**config.mk**
```make
export PLATFORM = sky130hd
export DESIGN_NAME = rv64_decoder_top
export DESIGN_NICKNAME = d
export VERILOG_FILES = /design/src/rv64_decode_pkg.sv /design/src/rv64_decoder_top.sv /design/src/rv64_operand_extract.sv /design/src/rv64_opcode_match.sv
export SDC_FILE = /design/constraint.sdc
export NUM_CORES = 1
export LEC_CHECK = 0
export ABC_AREA = 0
export BUFFER_PORTS_ARGS = -buffer_cell sky130_fd_sc_hd__buf_4
export CORE_MARGIN = 5
export CORE_UTILIZATION = 56
export DETAILED_ROUTE_END_ITERATION = 8
export PLACE_DENSITY = 0.81
export SLEW_MARGIN = 20
export SYNTH_ARGS = -nofsm -noshare
export SYNTH_HDL_FRONTEND = slang
export SYNTH_SLANG_ARGS = --single-unit
```
**constraint.sdc**
```tcl
create_clock -name clk_i -period 2.14 [get_ports clk_i]
set_input_delay 0.214 -clock clk_i [delete_from_list [all_inputs] [get_ports clk_i]]
set_output_delay 0.214 -clock clk_i [all_outputs]
set_load 0.03 [all_outputs]
```
**src/rv64_decode_pkg.sv**
```systemverilog
// Shared widths, encodings and instruction layout for the pipelined RV64IM decoder
// Imported by both decode stages and the top level

`default_nettype none

package rv64_decode_pkg;

  ////////////////////
  // Widths
  ////////////////////

  localparam int ILEN     = 32;  // Instruction word
  localparam int XLEN     = 64;  // Immediate and data
  localparam int REG_AW   = 5;   // Register index
  localparam int NUM_REGS = 32;  // Integer register file, also reg_req width

  ////////////////////
  // Decoded functions
  ////////////////////

  // Zero is reserved for anything outside the kept instruction set
  typedef enum logic [7:0] {
    F_ILLEGAL = 8'd0,
    // Upper immediate and control transfer
    F_LUI,
    F_AUIPC,
    F_JAL,
    F_JALR,
    F_BEQ,
    F_BNE,
    F_BLT,
    F_BGE,
    F_BLTU,
    F_BGEU,
    // Loads and stores
    F_LB,
    F_LH,
    F_LW,
    F_LD,
    F_LBU,
    F_LHU,
    F_LWU,
    F_SB,
    F_SH,
    F_SW,
    F_SD,
    // Register-immediate ALU
    F_ADDI,
    F_SLTI,
    F_SLTIU,
    F_XORI,
    F_ORI,
    F_ANDI,
    F_SLLI,
    F_SRLI,
    F_SRAI,
    // Register-register ALU
    F_ADD,
    F_SUB,
    F_SLL,
    F_SLT,
    F_SLTU,
    F_XOR,
    F_SRL,
    F_SRA,
    F_OR,
    F_AND,
    // 32-bit word forms
    F_ADDIW,
    F_SLLIW,
    F_SRLIW,
    F_SRAIW,
    F_ADDW,
    F_SUBW,
    F_SLLW,
    F_SRLW,
    F_SRAW,
    // Memory ordering and environment
    F_FENCE,
    F_ECALL,
    F_EBREAK,
    // M extension
    F_MUL,
    F_MULH,
    F_MULHSU,
    F_MULHU,
    F_DIV,
    F_DIVU,
    F_REM,
    F_REMU,
    F_MULW,
    F_DIVW,
    F_DIVUW,
    F_REMW,
    F_REMUW
  } func_t;

  // Immediate layout carried by the instruction
  typedef enum logic [2:0] {
    IMM_NONE  = 3'd0,
    IMM_I     = 3'd1,
    IMM_S     = 3'd2,
    IMM_B     = 3'd3,
    IMM_U     = 3'd4,
    IMM_J     = 3'd5,
    IMM_SHAMT = 3'd6
  } imm_fmt_t;

  ////////////////////
  // Encodings
  ////////////////////

  localparam logic [6:0] OP_LUI      = 7'b0110111;
  localparam logic [6:0] OP_AUIPC    = 7'b0010111;
  localparam logic [6:0] OP_JAL      = 7'b1101111;
  localparam logic [6:0] OP_JALR     = 7'b1100111;
  localparam logic [6:0] OP_BRANCH   = 7'b1100011;
  localparam logic [6:0] OP_LOAD     = 7'b0000011;
  localparam logic [6:0] OP_STORE    = 7'b0100011;
  localparam logic [6:0] OP_IMM      = 7'b0010011;
  localparam logic [6:0] OP_IMM_32   = 7'b0011011;
  localparam logic [6:0] OP_REG      = 7'b0110011;
  localparam logic [6:0] OP_REG_32   = 7'b0111011;
  localparam logic [6:0] OP_MISC_MEM = 7'b0001111;
  localparam logic [6:0] OP_SYSTEM   = 7'b1110011;

  localparam logic [6:0] FUNCT7_BASE   = 7'b0000000;
  localparam logic [6:0] FUNCT7_ALT    = 7'b0100000;  // SUB, SRA and friends
  localparam logic [6:0] FUNCT7_MULDIV = 7'b0000001;

  // RV64 shift-immediates give bit 25 to shamt
  localparam logic [5:0] FUNCT6_BASE = 6'b000000;
  localparam logic [5:0] FUNCT6_ALT  = 6'b010000;

  localparam logic [31:0] ECALL_WORD     = 32'h0000_0073;
  localparam logic [31:0] EBREAK_WORD    = 32'h0010_0073;
  localparam logic [31:0] FENCE_TSO_WORD = 32'h8330_000F;  // Not supported
  localparam logic [31:0] PAUSE_WORD     = 32'h0100_000F;  // Not supported

  ////////////////////
  // Instruction word
  ////////////////////

  // Same 32 bits seen as R-type fields or as I-type fields
  typedef union packed {
    struct packed {
      logic [6:0]        funct7;
      logic [REG_AW-1:0] rs2;
      logic [REG_AW-1:0] rs1;
      logic [2:0]        funct3;
      logic [REG_AW-1:0] rd;
      logic [6:0]        opcode;
    } r;
    struct packed {
      logic [11:0]       imm12;
      logic [REG_AW-1:0] rs1;
      logic [2:0]        funct3;
      logic [REG_AW-1:0] rd;
      logic [6:0]        opcode;
    } i;
  } instr_u;

endpackage

`default_nettype wire
```
**src/rv64_decoder_top.sv**
```systemverilog
// Two-stage RV64IM decoder, fixed latency of two cycles from valid_i to valid_o
// Chains the opcode match stage into the operand extract stage

`timescale 1ns/1ps
`default_nettype none

module rv64_decoder_top (
  input  logic                                  clk_i,
  input  logic                                  arst_n_i,
  input  logic                                  valid_i,
  input  logic [rv64_decode_pkg::ILEN-1:0]      instr_i,
  output logic                                  valid_o,
  output rv64_decode_pkg::func_t                func_o,
  output logic [rv64_decode_pkg::REG_AW-1:0]    rd_o,
  output logic [rv64_decode_pkg::REG_AW-1:0]    rs1_o,
  output logic [rv64_decode_pkg::REG_AW-1:0]    rs2_o,
  output logic [rv64_decode_pkg::XLEN-1:0]      imm_o,
  output logic                                  jump_o,
  output logic [rv64_decode_pkg::NUM_REGS-1:0]  reg_req_o
);

  import rv64_decode_pkg::*;

  // Stage one to stage two
  logic     s1_valid;
  instr_u   s1_instr;
  func_t    s1_func;
  imm_fmt_t s1_fmt;
  logic     s1_use_rd;
  logic     s1_use_rs1;
  logic     s1_use_rs2;
  logic     s1_jump;

  rv64_opcode_match u_match (
    .clk_i        (clk_i),
    .arst_n_i     (arst_n_i),
    .valid_i      (valid_i),
    .instr_i      (instr_i),
    .s1_valid_o   (s1_valid),
    .s1_instr_o   (s1_instr),
    .s1_func_o    (s1_func),
    .s1_fmt_o     (s1_fmt),
    .s1_use_rd_o  (s1_use_rd),
    .s1_use_rs1_o (s1_use_rs1),
    .s1_use_rs2_o (s1_use_rs2),
    .s1_jump_o    (s1_jump)
  );

  rv64_operand_extract u_extract (
    .clk_i        (clk_i),
    .arst_n_i     (arst_n_i),
    .s1_valid_i   (s1_valid),
    .s1_instr_i   (s1_instr),
    .s1_func_i    (s1_func),
    .s1_fmt_i     (s1_fmt),
    .s1_use_rd_i  (s1_use_rd),
    .s1_use_rs1_i (s1_use_rs1),
    .s1_use_rs2_i (s1_use_rs2),
    .s1_jump_i    (s1_jump),
    .valid_o      (valid_o),
    .func_o       (func_o),
    .rd_o         (rd_o),
    .rs1_o        (rs1_o),
    .rs2_o        (rs2_o),
    .imm_o        (imm_o),
    .jump_o       (jump_o),
    .reg_req_o    (reg_req_o)
  );

endmodule

`default_nettype wire

```
**src/rv64_operand_extract.sv**
```systemverilog
// Decode stage two: builds the immediate, register indices and reg_req vector
// Takes the stage one flags and registers the final decode

`timescale 1ns/1ps
`default_nettype none

module rv64_operand_extract (
  input  logic                                  clk_i,
  input  logic                                  arst_n_i,
  input  logic                                  s1_valid_i,
  input  rv64_decode_pkg::instr_u               s1_instr_i,
  input  rv64_decode_pkg::func_t                s1_func_i,
  input  rv64_decode_pkg::imm_fmt_t             s1_fmt_i,
  input  logic                                  s1_use_rd_i,
  input  logic                                  s1_use_rs1_i,
  input  logic                                  s1_use_rs2_i,
  input  logic                                  s1_jump_i,
  output logic                                  valid_o,
  output rv64_decode_pkg::func_t                func_o,
  output logic [rv64_decode_pkg::REG_AW-1:0]    rd_o,
  output logic [rv64_decode_pkg::REG_AW-1:0]    rs1_o,
  output logic [rv64_decode_pkg::REG_AW-1:0]    rs2_o,
  output logic [rv64_decode_pkg::XLEN-1:0]      imm_o,
  output logic                                  jump_o,
  output logic [rv64_decode_pkg::NUM_REGS-1:0]  reg_req_o
);

  import rv64_decode_pkg::*;

  logic [11:0]       imm12;  // Bits 31..20
  logic              sgn;    // Instruction bit 31
  logic [XLEN-1:0]   imm_d;
  logic [REG_AW-1:0] rd_d;
  logic [REG_AW-1:0] rs1_d;
  logic [REG_AW-1:0] rs2_d;
  logic [NUM_REGS-1:0] reg_req_d;

  assign imm12 = s1_instr_i.i.imm12;
  assign sgn   = imm12[11];

  ////////////////////
  // Immediate
  ////////////////////

  always_comb begin
    case (s1_fmt_i)
      IMM_I: imm_d = {{(XLEN-12){sgn}}, imm12};
      IMM_S: imm_d = {{(XLEN-12){sgn}}, imm12[11:5], s1_instr_i.i.rd};
      IMM_B: imm_d = {{(XLEN-13){sgn}}, sgn, s1_instr_i.i.rd[0], imm12[10:5],
                      s1_instr_i.i.rd[4:1], 1'b0};
      IMM_U: imm_d = {{(XLEN-32){sgn}}, imm12, s1_instr_i.i.rs1,
                      s1_instr_i.i.funct3, 12'h000};
      IMM_J: imm_d = {{(XLEN-21){sgn}}, sgn, s1_instr_i.i.rs1, s1_instr_i.i.funct3,
                      imm12[0], imm12[10:1], 1'b0};
      IMM_SHAMT: imm_d = {{(XLEN-6){1'b0}}, imm12[5:0]};  // Always unsigned
      default: imm_d = '0;
    endcase
  end

  ////////////////////
  // Registers
  ////////////////////

  assign rd_d  = s1_use_rd_i  ? s1_instr_i.r.rd  : '0;
  assign rs1_d = s1_use_rs1_i ? s1_instr_i.r.rs1 : '0;
  assign rs2_d = s1_use_rs2_i ? s1_instr_i.r.rs2 : '0;

  // Control transfers claim the whole file, others only what they name
  always_comb begin
    reg_req_d = '0;
    if (s1_jump_i) begin
      reg_req_d = '1;
    end else begin
      if (s1_use_rd_i) reg_req_d[rd_d] = 1'b1;
      if (s1_use_rs1_i) reg_req_d[rs1_d] = 1'b1;
      if (s1_use_rs2_i) reg_req_d[rs2_d] = 1'b1;
    end
  end

  always_ff @(posedge clk_i or negedge arst_n_i) begin
    if (!arst_n_i) begin
      valid_o   <= 1'b0;
      func_o    <= F_ILLEGAL;
      rd_o      <= '0;
      rs1_o     <= '0;
      rs2_o     <= '0;
      imm_o     <= '0;
      jump_o    <= 1'b0;
      reg_req_o <= '0;
    end else begin
      valid_o <= s1_valid_i;
      if (s1_valid_i) begin
        func_o    <= s1_func_i;
        rd_o      <= rd_d;
        rs1_o     <= rs1_d;
        rs2_o     <= rs2_d;
        imm_o     <= imm_d;
        jump_o    <= s1_jump_i;
        reg_req_o <= reg_req_d;
      end
    end
  end

endmodule

`default_nettype wire

```
**src/rv64_opcode_match.sv**
```systemverilog
// Decode stage one: matches the word against the RV64IM table
// Registers function, immediate format, register use and jump alongside the word

`timescale 1ns/1ps
`default_nettype none

module rv64_opcode_match (
  input  logic                       clk_i,
  input  logic                       arst_n_i,
  input  logic                       valid_i,
  input  rv64_decode_pkg::instr_u    instr_i,
  output logic                       s1_valid_o,
  output rv64_decode_pkg::instr_u    s1_instr_o,
  output rv64_decode_pkg::func_t     s1_func_o,
  output rv64_decode_pkg::imm_fmt_t  s1_fmt_o,
  output logic                       s1_use_rd_o,
  output logic                       s1_use_rs1_o,
  output logic                       s1_use_rs2_o,
  output logic                       s1_jump_o
);

  import rv64_decode_pkg::*;

  func_t    func_d;
  imm_fmt_t fmt_d;
  logic     use_rd_d;
  logic     use_rs1_d;
  logic     use_rs2_d;
  logic     jump_d;
  logic     sys_clear;  // rs1, funct3 and rd all zero

  assign sys_clear = (instr_i.i.rs1 == '0) && (instr_i.i.funct3 == 3'b000) &&
                     (instr_i.i.rd == '0);

  ////////////////////
  // Table match
  ////////////////////

  always_comb begin
    func_d    = F_ILLEGAL;
    fmt_d     = IMM_NONE;
    use_rd_d  = 1'b0;
    use_rs1_d = 1'b0;
    use_rs2_d = 1'b0;
    jump_d    = 1'b0;

    case (instr_i.r.opcode)
      OP_LUI: begin
        func_d   = F_LUI;
        fmt_d    = IMM_U;
        use_rd_d = 1'b1;
      end
      OP_AUIPC: begin
        func_d   = F_AUIPC;
        fmt_d    = IMM_U;
        use_rd_d = 1'b1;
      end
      OP_JAL: begin
        func_d   = F_JAL;
        fmt_d    = IMM_J;
        use_rd_d = 1'b1;
        jump_d   = 1'b1;
      end
      OP_JALR: begin
        if (instr_i.i.funct3 == 3'b000) func_d = F_JALR;
        fmt_d     = IMM_I;
        use_rd_d  = 1'b1;
        use_rs1_d = 1'b1;
        jump_d    = 1'b1;
      end
      OP_BRANCH: begin
        fmt_d     = IMM_B;
        use_rs1_d = 1'b1;
        use_rs2_d = 1'b1;
        jump_d    = 1'b1;
        case (instr_i.r.funct3)
          3'b000:  func_d = F_BEQ;
          3'b001:  func_d = F_BNE;
          3'b100:  func_d = F_BLT;
          3'b101:  func_d = F_BGE;
          3'b110:  func_d = F_BLTU;
          3'b111:  func_d = F_BGEU;
          default: func_d = F_ILLEGAL;
        endcase
      end
      OP_LOAD: begin
        fmt_d     = IMM_I;
        use_rd_d  = 1'b1;
        use_rs1_d = 1'b1;
        case (instr_i.i.funct3)
          3'b000:  func_d = F_LB;
          3'b001:  func_d = F_LH;
          3'b010:  func_d = F_LW;
          3'b011:  func_d = F_LD;
          3'b100:  func_d = F_LBU;
          3'b101:  func_d = F_LHU;
          3'b110:  func_d = F_LWU;
          default: func_d = F_ILLEGAL;
        endcase
      end
      OP_STORE: begin
        fmt_d     = IMM_S;
        use_rs1_d = 1'b1;
        use_rs2_d = 1'b1;
        case (instr_i.r.funct3)
          3'b000:  func_d = F_SB;
          3'b001:  func_d = F_SH;
          3'b010:  func_d = F_SW;
          3'b011:  func_d = F_SD;
          default: func_d = F_ILLEGAL;
        endcase
      end
      OP_IMM: begin
        fmt_d     = IMM_I;
        use_rd_d  = 1'b1;
        use_rs1_d = 1'b1;
        case (instr_i.i.funct3)
          3'b000: func_d = F_ADDI;
          3'b010: func_d = F_SLTI;
          3'b011: func_d = F_SLTIU;
          3'b100: func_d = F_XORI;
          3'b110: func_d = F_ORI;
          3'b111: func_d = F_ANDI;
          3'b001: begin
            fmt_d = IMM_SHAMT;
            if (instr_i.i.imm12[11:6] == FUNCT6_BASE) func_d = F_SLLI;
          end
          default: begin  // 3'b101, right shifts
            fmt_d = IMM_SHAMT;
            if (instr_i.i.imm12[11:6] == FUNCT6_BASE) func_d = F_SRLI;
            if (instr_i.i.imm12[11:6] == FUNCT6_ALT) func_d = F_SRAI;
          end
        endcase
      end
      OP_IMM_32: begin
        use_rd_d  = 1'b1;
        use_rs1_d = 1'b1;
        fmt_d     = (instr_i.i.funct3 == 3'b000) ? IMM_I : IMM_SHAMT;
        case ({instr_i.i.funct3, instr_i.i.imm12[11:5]})
          {3'b001, FUNCT7_BASE}: func_d = F_SLLIW;
          {3'b101, FUNCT7_BASE}: func_d = F_SRLIW;
          {3'b101, FUNCT7_ALT}:  func_d = F_SRAIW;
          default: if (instr_i.i.funct3 == 3'b000) func_d = F_ADDIW;
        endcase
      end
      OP_REG: begin
        use_rd_d  = 1'b1;
        use_rs1_d = 1'b1;
        use_rs2_d = 1'b1;
        case ({instr_i.r.funct7, instr_i.r.funct3})
          {FUNCT7_BASE, 3'b000}:   func_d = F_ADD;
          {FUNCT7_BASE, 3'b001}:   func_d = F_SLL;
          {FUNCT7_BASE, 3'b010}:   func_d = F_SLT;
          {FUNCT7_BASE, 3'b011}:   func_d = F_SLTU;
          {FUNCT7_BASE, 3'b100}:   func_d = F_XOR;
          {FUNCT7_BASE, 3'b101}:   func_d = F_SRL;
          {FUNCT7_BASE, 3'b110}:   func_d = F_OR;
          {FUNCT7_BASE, 3'b111}:   func_d = F_AND;
          {FUNCT7_ALT, 3'b000}:    func_d = F_SUB;
          {FUNCT7_ALT, 3'b101}:    func_d = F_SRA;
          {FUNCT7_MULDIV, 3'b000}: func_d = F_MUL;
          {FUNCT7_MULDIV, 3'b001}: func_d = F_MULH;
          {FUNCT7_MULDIV, 3'b010}: func_d = F_MULHSU;
          {FUNCT7_MULDIV, 3'b011}: func_d = F_MULHU;
          {FUNCT7_MULDIV, 3'b100}: func_d = F_DIV;
          {FUNCT7_MULDIV, 3'b101}: func_d = F_DIVU;
          {FUNCT7_MULDIV, 3'b110}: func_d = F_REM;
          {FUNCT7_MULDIV, 3'b111}: func_d = F_REMU;
          default:                 func_d = F_ILLEGAL;
        endcase
      end
      OP_REG_32: begin
        use_rd_d  = 1'b1;
        use_rs1_d = 1'b1;
        use_rs2_d = 1'b1;
        case ({instr_i.r.funct7, instr_i.r.funct3})
          {FUNCT7_BASE, 3'b000}:   func_d = F_ADDW;
          {FUNCT7_BASE, 3'b001}:   func_d = F_SLLW;
          {FUNCT7_BASE, 3'b101}:   func_d = F_SRLW;
          {FUNCT7_ALT, 3'b000}:    func_d = F_SUBW;
          {FUNCT7_ALT, 3'b101}:    func_d = F_SRAW;
          {FUNCT7_MULDIV, 3'b000}: func_d = F_MULW;
          {FUNCT7_MULDIV, 3'b100}: func_d = F_DIVW;
          {FUNCT7_MULDIV, 3'b101}: func_d = F_DIVUW;
          {FUNCT7_MULDIV, 3'b110}: func_d = F_REMW;
          {FUNCT7_MULDIV, 3'b111}: func_d = F_REMUW;
          default:                 func_d = F_ILLEGAL;
        endcase
      end
      OP_MISC_MEM: begin
        // pred/succ travel in the I immediate
        fmt_d     = IMM_I;
        use_rd_d  = 1'b1;
        use_rs1_d = 1'b1;
        if (instr_i.i.funct3 == 3'b000 && instr_i != FENCE_TSO_WORD &&
            instr_i != PAUSE_WORD) begin
          func_d = F_FENCE;
        end
      end
      OP_SYSTEM: begin
        // Only the two exact words, CSR space is dropped
        if (sys_clear && instr_i.i.imm12 == ECALL_WORD[31:20]) func_d = F_ECALL;
        if (sys_clear && instr_i.i.imm12 == EBREAK_WORD[31:20]) func_d = F_EBREAK;
      end
      default: func_d = F_ILLEGAL;
    endcase

    // Illegal words carry nothing downstream
    if (func_d == F_ILLEGAL) begin
      fmt_d     = IMM_NONE;
      use_rd_d  = 1'b0;
      use_rs1_d = 1'b0;
      use_rs2_d = 1'b0;
      jump_d    = 1'b0;
    end
  end

  ////////////////////
  // Stage register
  ////////////////////

  always_ff @(posedge clk_i or negedge arst_n_i) begin
    if (!arst_n_i) begin
      s1_valid_o   <= 1'b0;
      s1_instr_o   <= '0;
      s1_func_o    <= F_ILLEGAL;
      s1_fmt_o     <= IMM_NONE;
      s1_use_rd_o  <= 1'b0;
      s1_use_rs1_o <= 1'b0;
      s1_use_rs2_o <= 1'b0;
      s1_jump_o    <= 1'b0;
    end else begin
      s1_valid_o <= valid_i;
      if (valid_i) begin  // Hold last decode otherwise
        s1_instr_o   <= instr_i;
        s1_func_o    <= func_d;
        s1_fmt_o     <= fmt_d;
        s1_use_rd_o  <= use_rd_d;
        s1_use_rs1_o <= use_rs1_d;
        s1_use_rs2_o <= use_rs2_d;
        s1_jump_o    <= jump_d;
      end
    end
  end

endmodule

`default_nettype wire

```
# --- After elaboration in Yosys (flattened, before gate mapping) ---
# Cells that the tools add are included.
op_classes:
  n_lt_le_gt_ge: 6
  n_eq_ne: 50
  mux: 44
  bitwise_logic: 2
  n_reduce_logical: 23
op_table:
  columns: ["cell", "n"]
  rows:
  - ["64-bit case mux with 6 select lines", 1]
  - ["32-bit 2-to-1 mux", 6]
  - ["6-bit case mux with 18 select lines", 1]
  - ["8-bit case mux with 13 select lines", 1]
  - ["10-bit by 4-bit == test with 1-bit output (second input constant)", 8]
  - ["7-bit case mux with 10 select lines", 1]
  - ["32-bit bitwise OR", 2]
  - ["8-bit case mux with 7 select lines", 1]
  - ["10-bit by 3-bit == test with 1-bit output (second input constant)", 4]
  - ["5-bit case mux with 7 select lines", 1]
  - ["32-bit by 25-bit != test with 1-bit output (second input constant)", 1]
  - ["32-bit != test (second input constant)", 1]
  - ["5-bit 2-to-1 mux", 6]
  - ["7-bit by 6-bit == test with 1-bit output (second input constant)", 4]
  - ["7-bit == test (second input constant)", 4]
  - ["6-bit 2-to-1 mux", 4]
  - ["4-bit case mux with 6 select lines", 1]
  - ["8-bit case mux with 3 select lines", 1]
  - ["3-bit == test (second input constant)", 7]
  - ["7-bit by 5-bit == test with 1-bit output (second input constant)", 3]
  - ["3-bit case mux with 7 select lines", 1]
  - ["10-bit == test (second input constant)", 2]
  - ["10-bit by 2-bit == test with 1-bit output (second input constant)", 2]
  - ["10-bit by 9-bit == test with 1-bit output (second input constant)", 2]
  - ["27 further kinds", 60]
word_totals:
  regBits: 169
  inputBits: 35
  word_cells: 141

# --- Longest topological paths before layout ---
# Gate-level depths: netlist of the first run.
logic_depth:
  ltp_word: 13
  mapped_depth: 11

# --- Cells and area by module ---
# A second synthesis of the first run with hierarchy kept.
hier_totals:
  hier_cells: 850
  hier_area_um2: 7763.7
modules_own_cells:
  columns: ["module", "n_inst", "cells_each", "area_each_um2"]
  rows:
  - ["rv64_operand_extract", 1, 503, 4684.5]
  - ["rv64_opcode_match", 1, 347, 3079.2]

# --- Worst setup path before layout of the first run ---
# No wires, ideal clock.
synth_path:
  kind: "in2reg"
  from: "input instr_i[29] in the netlist's numbering"
  to: "register u_match.s1_use_rs2_o"
  setup_ns: 0.073
  t_arrival_ns: 1.947
  path_slack_ns: 0.119
  cell_stages: 9
  n_path_buf: 1
  path_cell_list: "or4_4 nor3_4 nand3_2 o211ai_2 nor2_1 and4_1 and3_1 buf_6 a21oi_2"
synth_between:
  elab_chain_cells: 7
  word_cells_on_any_way: 44
  classes_between: "eq/ne: 24; mux: 12; reduce/logical: 8"
synth_rtl:
  columns: ["element", "line", "text"]
  rows:
  - ["start, declared", "rv64_decoder_top.sv:11", "input logic [rv64_decode_pkg::ILEN-1:0] instr_i,"]
  - ["6-bit zero test, or another cell as far along", "rv64_opcode_match.sv:126, rv64_opcode_match.sv:130", null]
  - ["5-bit 2-to-1 mux, or another cell as far along", "rv64_opcode_match.sv:130", "if (instr_i.i.imm12[11:6] == FUNCT6_BASE) func_d = F_SRLI;"]
  - ["5-bit 2-to-1 mux, or another cell as far along", "rv64_opcode_match.sv:131", "if (instr_i.i.imm12[11:6] == FUNCT6_ALT) func_d = F_SRAI;"]
  - ["8-bit case mux with 7 select lines, or another cell as far along", "rv64_opcode_match.sv:117", "case (instr_i.i.funct3)"]
  - ["8-bit case mux with 13 select lines *", "rv64_opcode_match.sv:47", "case (instr_i.r.opcode)"]
  - ["8-bit zero test *", "rv64_opcode_match.sv:209", "if (func_d == F_ILLEGAL) begin"]
  - ["1-bit 2-to-1 mux *", "rv64_opcode_match.sv:209", null]
  - ["end signal, assigned", "rv64_opcode_match.sv:240", "s1_use_rs2_o <= use_rs2_d;"]
  - ["end, declared", "rv64_opcode_match.sv:18", "output logic s1_use_rs2_o,"]
# Every way passes the cells marked *; elsewhere a longest branch is shown, timed or not.
# A chain may end at the register's enable or synchronous reset.

# --- Worst setup path after layout of the first run ---
layout_path:
  from: "input instr_i[31] in the netlist's numbering"
  to: "register u_match.s1_jump_o"
layout_between:
  elab_chain_cells: 7
  word_cells_on_any_way: 44
  classes_between: "eq/ne: 24; mux: 12; reduce/logical: 8"
layout_rtl:
  columns: ["element", "line", "text"]
  rows:
  - ["6-bit zero test, or another cell as far along", "rv64_opcode_match.sv:126, rv64_opcode_match.sv:130", null]
  - ["5-bit 2-to-1 mux, or another cell as far along", "rv64_opcode_match.sv:130", null]
  - ["5-bit 2-to-1 mux, or another cell as far along", "rv64_opcode_match.sv:131", null]
  - ["8-bit case mux with 7 select lines, or another cell as far along", "rv64_opcode_match.sv:117", null]
  - ["8-bit case mux with 13 select lines *", "rv64_opcode_match.sv:47", null]
  - ["8-bit zero test *", "rv64_opcode_match.sv:209", null]
  - ["1-bit 2-to-1 mux *", "rv64_opcode_match.sv:209", null]
  - ["end signal, assigned", "rv64_opcode_match.sv:241", "s1_jump_o <= jump_d;"]
  - ["end, declared", "rv64_opcode_match.sv:19", "output logic s1_jump_o"]
# Marks and branches as above.

==> impl.org, run 1 <==
** Timing
- Counting I/O delays and the setup requirement, the final critical path takes 1.93 ns.
- Crit share post-route :: 90.3%
- Based on the critical path, the design can be clocked at up to 0.518 GHz.
- After routing, the total negative slack on setup checks comes to 0 ns.
- The total count of max-transition violations in the final report is 0.
- Setup repair after global routing missed its margin :: no
- In this run the tightest slew margin relative to its limit is 55.4%.
- At the pin with the least slew margin, the transition time is 0.670 ns.
- Endpoints failing setup :: 0
- Count of final hold-check violations :: 0
- Worst Skew :: 0.0105 ns

** Die
- The floorplan step defined a die boundary enclosing 15700 um^2.
- The die is 125 um tall.
- Initial standard-cell utilization of the core :: 56.7%
- Number of ports placed on the die boundary :: 156
- The initialized floorplan defines 42 standard-cell rows.
- After floorplanning, the core was sized to cover 13100 um^2.
- The die is 125 um wide.

** Detailed routing
- Routed Wire Length :: 22800 um
- Detailed routing inserted a total of 7301 vias.
- Met2 wire len :: 11400 um
- The first TritonRoute pass finished after 5 iterations.
- Number of routed nets with antenna violations :: 0
- After the first detailed-routing iteration, the DRC count stood at 945.
- In the final routing, the length of wire on met1 measures 9260 um.
- After detailed routing, the met3 layer carries 1380 um of wire.
- DRC violations left :: 0
- After detailed routing, the average wire length per cell comes to 18.9 um.
- After detailed routing, no signal wire sits above met4.
- In the routed layout, each cell is associated on average with a via count of 6.04.

** Cells and area
- The post-route netlist has 31.7% of its cells at a drive strength greater than 1.
- Area overhead of the layout relative to synthesis :: 28.6%
- After routing the design area is 9580 um^2.
- 0 antenna diodes ended up in the layout.
- Number of standard cells in the final layout excluding fillers :: 1209
- The net count of the finished layout is 1055.
- Leaving out fill and tap cells, the most frequent cell in the layout is sky130_fd_sc_hd__buf_4.
- In the layout the commonest cells are sky130_fd_sc_hd__buf_4, sky130_fd_sc_hd__dfrtp_1, sky130_fd_sc_hd__nor2_1.

** Worst setup path
- Cell-by-cell listing of the critical path :: buf_4, or4_1, a2111oi_2, a21oi_1, nor3_1, and3_1, and3_2, o22ai_2
- Critical path launch point type :: input pin
- Worst path max stage delay :: 0.53 ns
- Of all nets on the critical path, the largest fanout is 7.
- Element type at the critical path end :: flip-flop
- The slowest stage of the critical path belongs to the cell sky130_fd_sc_hd__or4_1.
- Worst Path Class, Setup :: input pin to flip-flop
- STA puts the critical path data required time at 2.43 ns.
- Data arrival time at the worst-slack endpoint :: 2.22 ns

** Clocking
- Clock input transition at the sequential cells of the worst setup and hold paths :: 0.06 ns
- Library cell used as clock root buffer :: sky130_fd_sc_hd__clkbuf_16
- Maximum clock path buffer count :: 2
- TritonCTS built the clock tree.
- Latest clock arrival within the worst-skew pair :: 0.43 ns
- The clock tree synthesis step divided the H-tree into 4 levels.
- The tree built by TritonCTS fans out to 128 sinks.
- Clock tree synthesis inserted a total of 17 buffers.

** Power
- Combinational logic is responsible for 19.2% of the overall power.
- Cell Pwr Density :: 755 nW/um^2
- Leakage power summed over all cells :: 4.14 nW
- The worst-case IR drop observed on VDD is 0.527 mV.
- Clock network fraction of design power :: 42.5%
- NetSw :: 2.24 mW
- The internal power of the cells totals 5.00 mW.
- Overall power after layout :: 7.24 mW
- In this run switching power makes up 30.9% of total power.
- Per report_power, the sequential group accounts for 38.3% of the total.

** Global routing
- The total overflow left after global routing is 0.
- The first global-routing pass estimated 36600 um of wire.
- The number of antenna violations at the first check in global routing was 0.
- The via count of the first global-routing pass is 6887.
- Pin count of the biggest net entering global routing :: 52
- Overall global routing resource usage :: 28.7%

** Outcome
- Status :: complete, no violations

** Synthesis
- Warnings, synthesis :: 0
- Number of standard cells after synthesis :: 869
- Yosys reg bits :: 128
- Syn nets :: 904
- Among all flip-flop cells after synthesis, the most frequent one is sky130_fd_sc_hd__dfrtp_1.
- Sequential share of the synthesized area :: 43.0%
- After synthesis, the share of flip-flops with an asynchronous set or reset is 100%.
- The number of different library cells used by synthesis comes to 78.
- Cell area after synthesis :: 7450 um^2
- Synthesized area per cell :: 8.58 um^2
- Counting flops with a built-in enable in the synthesized netlist gives 0.

** Min path
- The path class of the tightest hold or removal check is input pin to flip-flop.

** Placed design
- The congestion estimate from routability-driven global placement came to 0.946.
- Total instance count after detailed placement :: 1176
- During placement, the flow inserted port buffers numbering 154.
- Once detailed placement completed, the half-perimeter wirelength came to 16400 um.
- Cell area reported after detailed placement :: 8950 um^2

** Job
- Across the run, the number of max-cap violations was 0.
power by group through the flow:
stage	Combinational [mW]	Clock, mW	Sequential (mW)
2_1_floorplan	0.732	0	2.92
3_3_place_gp	1.36	0	2.80
3_5_place_dp	1.38	0	2.80
4_1_cts	1.39	3.10	2.77
5_1_grt	1.48	3.21	2.79
6_report	1.39	3.08	2.77
logic make-up after synthesis:
family / after synthesis / synth area share, %
and+or+nand+nor: 300 / 20.6
other: 1 / 0.0503
AOI/OAI and AO/OA: 240 / 19.8
xor gates and xnor gates: 2 / 0.235
muxes: 36 / 5.42
adders and majority gates: 1 / 0.134
DFF: 128 / 43.0
buffers and inverters: 161 / 10.8
sequential cells by signal, indices dropped and copies added, names as in the netlist:
| signal | cells |
|---|---|
| u_extract.imm_o | 32 |
| u_extract.reg_req_o | 32 |
| u_match.s1_instr_o | 25 |
| u_extract.func_o | 7 |
| u_match.s1_func_o | 7 |
| u_extract.rd_o | 5 |
| u_extract.rs1_o | 5 |
| u_extract.rs2_o | 5 |
| u_match.s1_fmt_o | 3 |
| u_extract.jump_o | 1 |
| u_extract.valid_o | 1 |
| u_match.s1_jump_o | 1 |
| u_match.s1_use_rd_o | 1 |
| u_match.s1_use_rs1_o | 1 |
| u_match.s1_use_rs2_o | 1 |
| u_match.s1_valid_o | 1 |
metal layers:
layer | up-vias | global-route usage, %
met2 | 335 | 48.6
met3 | 72 | 5.37
met4 | 0 | 10.9
li1 | 3370 | -
met1 | 3524 | 36.7
met5 | - | 0
cells in the mapped netlist, drive strengths merged (14+ instances only):
master	count	area share, %
a21oi	82	5.7
buf	52	4.9
clkbuf	52	2.8
dfrtp	128	43
inv	53	2.7
mux2	35	5.3
nand2	29	1.5
nand3	39	2.7
nand4	14	1.2
nor2	104	5.3
nor2b	17	1.4
nor3	39	2.8
o21ai	50	3.4
o22ai	61	5.5
worst paths after layout:
check,start,endpoint,slack [ns],depth (start not counted)
min,instr_i[11],u_match.s1_instr_o[11]$_DFFE_PN0P_,0.04,2
max reg2reg,u_match.s1_instr_o[20]$_DFFE_PN0P_,u_extract.reg_req_o[16]$_DFFE_PN0P_,0.45,4
max in group asynchronous,arst_n_i,u_extract.func_o[0]$_DFFE_PN0P_,1.11,3
min in group asynchronous,arst_n_i,u_extract.rs1_o[2]$_DFFE_PN0P_,0.39,2
min reg2reg,u_match.s1_func_o[6]$_DFFE_PN0P_,u_match.s1_func_o[6]$_DFFE_PN0P_,0.51,1
max,instr_i[31],u_match.s1_jump_o$_DFFE_PN0P_,0.21,8
stage by stage:
step | hold slack [ns] | setup slack [ns] | util, %
finish | 0.0358 | 0.208 | 73.0
global route | 0.0344 | 0.0311 | 73.0
CTS | 0.0257 | 0.0690 | 72.9
detailed placement | 0.294 | -0.372 | 68.1
global placement | 0.283 | -0.298 | 68.1
floorplan | -0.0816 | 0.119 | -
critical path, delay by kind of cell:
family          cells  cell delay, ns
compound gates      3            0.70
simple gates        4            1.21
buf+inv             1            0.11
final cells by class:
class	count	area [um^2]
Clock buffer	17	425
Inverter	54	203
Timing Repair Buffer	239	1880
Tap cell	176	220
Clock inverter	15	196
Sequential cell	128	3210
Fill cell	1021	3550
Multi-Input combinational cell	580	3450
repair_timing:
item                                    4_1_cts  5_1_grt
hold buffers                                  1        0
buffers inserted                              0        0
endpoints found under the setup margin        0        7
endpoints found under the hold margin        48        0
gates resized for setup                       0        1
Power figures use the tool's default switching activity.
==> run 2, diff against run 1 <==
--- a/config.mk
+++ b/config.mk
@@ -8,9 +8,9 @@
 export ABC_AREA = 0
 export BUFFER_PORTS_ARGS = -buffer_cell sky130_fd_sc_hd__buf_4
 export CORE_MARGIN = 5
-export CORE_UTILIZATION = 56
+export CORE_UTILIZATION = 50
 export DETAILED_ROUTE_END_ITERATION = 8
-export PLACE_DENSITY = 0.81
+export PLACE_DENSITY = 0.82
 export SLEW_MARGIN = 20
 export SYNTH_ARGS = -nofsm -noshare
 export SYNTH_HDL_FRONTEND = slang
==> constraint.sdc (replaced) <==
create_clock -name clk_i -period 1.6 [get_ports clk_i]
set_input_delay 0.16 -clock clk_i [delete_from_list [all_inputs] [get_ports clk_i]]
set_output_delay 0.16 -clock clk_i [all_outputs]
set_load 0.03 [all_outputs]
==> run 2 against run 1 <==
  * The flow now finishes with violations (negative setup slack)
  * Final cell count is 5.4% higher
  * Sequential share of layout area is 1.9 points lower
  * Critical path depth stayed put
  * Count of clock-buffer cells in the layout is 1 higher
  * First-iteration DRC count is 19% lower
  * Combinational power is 50% higher
  * Die area is 11% higher
  * Register-to-register slack worse by 0.39 ns
  * Routed wire length is 5.7% higher
  * Cell area is 6.0% higher
  * Largest power group unchanged
==> impl.org, run 2 (same netlist as run 1, synthesis figures left out) <==
** Timing
- Final critical path time including I/O delays and setup :: 1.70 ns
- The worst max-slew margin expressed relative to the limit was 58.5% (+3.1 points).
- Hold WS :: 0.0180 ns (-0.0178 ns)
- The final worst slack was -0.104 ns (-0.312 ns).
- The final worst clock skew was 0.0105 ns (-0.0000136 ns).
- The number of hold-slack violations in the final timing report was 0 (unchanged).
- Dividing the final minimum period by the clock period gives 106%.
- The slew at the pin with the worst max-slew slack came to 0.620 ns (-0.0492 ns).
- The number of failing setup endpoints in the final timing report was 8 (+8).
- Setup repair after global routing could not meet its margin everywhere.
- Based on the critical path, the design can be clocked at up to 0.587 GHz.
- Max Transition Viols Final :: 0 (unchanged)

** Detailed routing
- Routed Wire Length :: 24100 um (+5.7%)
- The post-route DRC violation count is 0 (unchanged).
- The routed via count divided by cell count is 5.85 (-3.1%).
- Number of routed nets with antenna violations :: 0 (unchanged)
- Number of search-and-repair iterations in the first detailed-routing pass :: 7 (+2)
- Post-DR wirelength/cell :: 18.9 um (+0.31%)
- The via count is 7457 (+2.1%).
- The number of DRC markers in iteration 0 is 769 (-19%).

** Worst setup path
- Maximum fanout encountered on the critical timing path :: 7 (unchanged)
- Worst Path Class, Setup :: input pin to flip-flop
- Cell with the largest stage delay on the worst path :: sky130_fd_sc_hd__or4_4
- RR Endpoint :: u_extract.reg_req_o[16]$_DFFE_PN0P_
- The critical path required time is 1.90 ns (-0.53 ns).
- The data arrival time of the worst path was 2.00 ns (-0.22 ns).
- The worst setup path is launched from an input pin.
- Buffers plus inverters on the worst setup path :: 1 (unchanged)
- Worst path max stage delay :: 0.54 ns (about the same)
- R2r worst-path depth :: 4 (unchanged)
- Critical Path Start :: instr_i[31]
- In this design, the largest share of critical-path delay is due to simple AND/OR/NAND/NOR gates.
- Element type at the critical path end :: flip-flop
- Cell-by-cell listing of the critical path :: buf_6, or4_4, a2111oi_4, a21oi_2, nor3_1, and3_1, and3_4, o22ai_2
- Critical register-to-register path startpoint :: u_match.s1_use_rs2_o$_DFFE_PN0P_
- The internal reg-to-reg setup slack was 0.06 ns (-0.39 ns).

** Global routing
- Global-route wire length before repair :: 38000 um (+3.8%)
- Number of global-route vias before repair :: 7283 (+5.7%)
- Pin count of the biggest net entering global routing :: 62 (+19%)
- The number of antenna violations at the first check in global routing was 0 (unchanged).
- The global-route usage over all layers came to 26.6% (-2.1 points).
- Residual overflow from global routing :: 0 (unchanged)

** Cells and area
- Count of filler cells inserted in the layout :: 1072 (+5.0%)
- The library cells used most frequently in the layout, excluding fill and tap cells, are sky130_fd_sc_hd__buf_4, sky130_fd_sc_hd__dfrtp_1, sky130_fd_sc_hd__nor2_1.
- Total area of sequential cells :: 3210 um^2 (unchanged)
- In the final layout, the registers with the most flip-flops are u_extract.imm_o: 32 flops, u_extract.reg_req_o: 32 flops, u_match.s1_instr_o: 25 flops.
- The antenna diode count came to 0 (unchanged).
- The number of nets in the finished design was 1112 (+5.4%).
- Area of combinational cells with multiple inputs :: 3560 um^2 (+3.3%)
- Area overhead of the layout relative to synthesis :: 36.4%
- Most frequent standard cell in the layout excluding fill and tap cells :: sky130_fd_sc_hd__buf_4
- Proportion of layout cells with a drive suffix above 1 :: 36.1% (+4.4 points)
- The end-of-flow core utilization was 69.7% (-3.3 points).

** Min path
- The startpoint identified for the worst hold timing path is instr_i[11].
- The cell depth of the worst hold path came to 2 (unchanged).
- Worst Hold Path EP :: u_match.s1_instr_o[11]$_DFFE_PN0P_
- Worst hold path class :: input pin to flip-flop

** Placed design
- Count of input and output buffers :: 154 (unchanged)
- The placed wire-length estimate came to 17400 um (+5.6%).
- The worst setup slack after placement came to -0.632 ns (-0.260 ns).
- Global placement routability congestion :: 0.961 (+1.6%)

** Die
- The total I/O pin count was 156 (unchanged).
- The vertical die dimension came to 132 um (+5.4%).
- Die Area :: 17400 um^2 (+11%)
- Initial standard-cell utilization of the core :: 51.1% (-5.6 points)
- Width of the die :: 132 um (+5.4%)
- Row count :: 44 (+4.8%)
- The floorplan core area is 14600 um^2 (+11%).

** Clocking
- Deepest level of the CTS H-tree :: 4 (unchanged)
- Clk sinks :: 128 (unchanged)
- Maximum clock path buffer count :: 2 (unchanged)
- Clock input transition at the sequential cells of the worst setup and hold paths :: 0.06 ns (about the same)
- In this run the clock root is driven by a sky130_fd_sc_hd__clkbuf_16.
- TritonCTS built the clock tree.
- Latest clock arrival within the worst-skew pair :: 0.43 ns (about the same)
- The number of buffers created by CTS came to 17 (unchanged).

** Power
- Cell Pwr Density :: 928 nW/um^2 (+23%)
- Overall power after layout :: 9.44 mW (+30%)
- Maximum vdd drop :: 0.668 mV (+27%)
- The leakage power of the design is 4.42 nW (+6.6%).

** Outcome
- The run finished, with violations left.
- The final reports fail on negative setup slack.

** Job
- The max-cap violation count was 0 (unchanged).
run 2: changes by cell type in the layout (fill, tap and decap cells not counted), sizes merged:
cell	change
buf	+49
dlygate4sd3	+8
inv	-5
clkinv	+3
clkinvlp	+3
bufinv	-2
clkbuf	+1
run 2: final cells by class:
type	count	share of cell area, %
multi-input combinational	580	35.0
sequential	128	31.6
timing repair buffer	296	23.6
clock buffer	18	4.22
tap	184	2.27
inverter	54	1.99
clock inverter	14	1.30
run 2: metrics by stage:
step / std cells / instance area (um^2) / setup TNS [ns]
floorplan: 869 / 7460 / -2.05
global route: 1274 / 10200 / -1.12
global placement: 1232 / 9390 / -5.66
detailed placement: 1232 / 9390 / -6.23
CTS: 1275 / 10100 / -0.497
finish: 1274 / 10200 / -0.603
run 2: per-layer routing:
metal | vias to the layer above | part of all wire (%) | track usage, %
li1 | 3486 | - | -
met1 | 3560 | 40 | 32.3
met2 | 345 | 51 | 46.0
met3 | 66 | 5.7 | 4.89
met4 | 0 | 3.6 | 11.6
met5 | - | 0 | 0
run 2: how the worst max path moves through the flow:
stage / to / cells after the start / slack (ns)
finish: u_match.s1_use_rs1_o$_DFFE_PN0P_ / 8 / -0.10
detailed placement: u_match.s1_jump_o$_DFFE_PN0P_ / 9 / -0.63
global route: u_match.s1_use_rs2_o$_DFFE_PN0P_ / 9 / -0.16
global placement: u_match.s1_use_rd_o$_DFFE_PN0P_ / 9 / -0.59
floorplan: u_match.s1_fmt_o[1]$_DFFE_PN0P_ / 9 / -0.30
CTS: u_match.s1_fmt_o[2]$_DFFE_PN0P_ / 9 / -0.08
run 2: power breakdown:
part | internal, mW | switching, mW | total [mW] | leakage [nW]
registers | 3.46 | 0.205 | 3.66 | 1.64
logic | 0.853 | 1.24 | 2.09 | 2.51
clock network | 2.15 | 1.53 | 3.68 | 0.268
total | 6.46 | 2.97 | 9.44 | 4.42
run 2: timing repair:
| action | in CTS | in global routing |
|---|---|---|
| setup buffers | 3 | 0 |
| hold buffers | 9 | 0 |
| resized for setup | 14 | 15 |
| pin swaps | 8 | 8 |
| endpoints found under the hold margin | 136 | 0 |
| endpoints found under the setup margin | 26 | 26 |
run 2: worst register-to-register path: cells and delay by family, from the launching register on:
kind | cells | cell delay, ns
flip-flops | 1 | 0.41
AO/OA/AOI/OAI | 2 | 0.39
AND/OR/NAND/NOR | 2 | 0.67
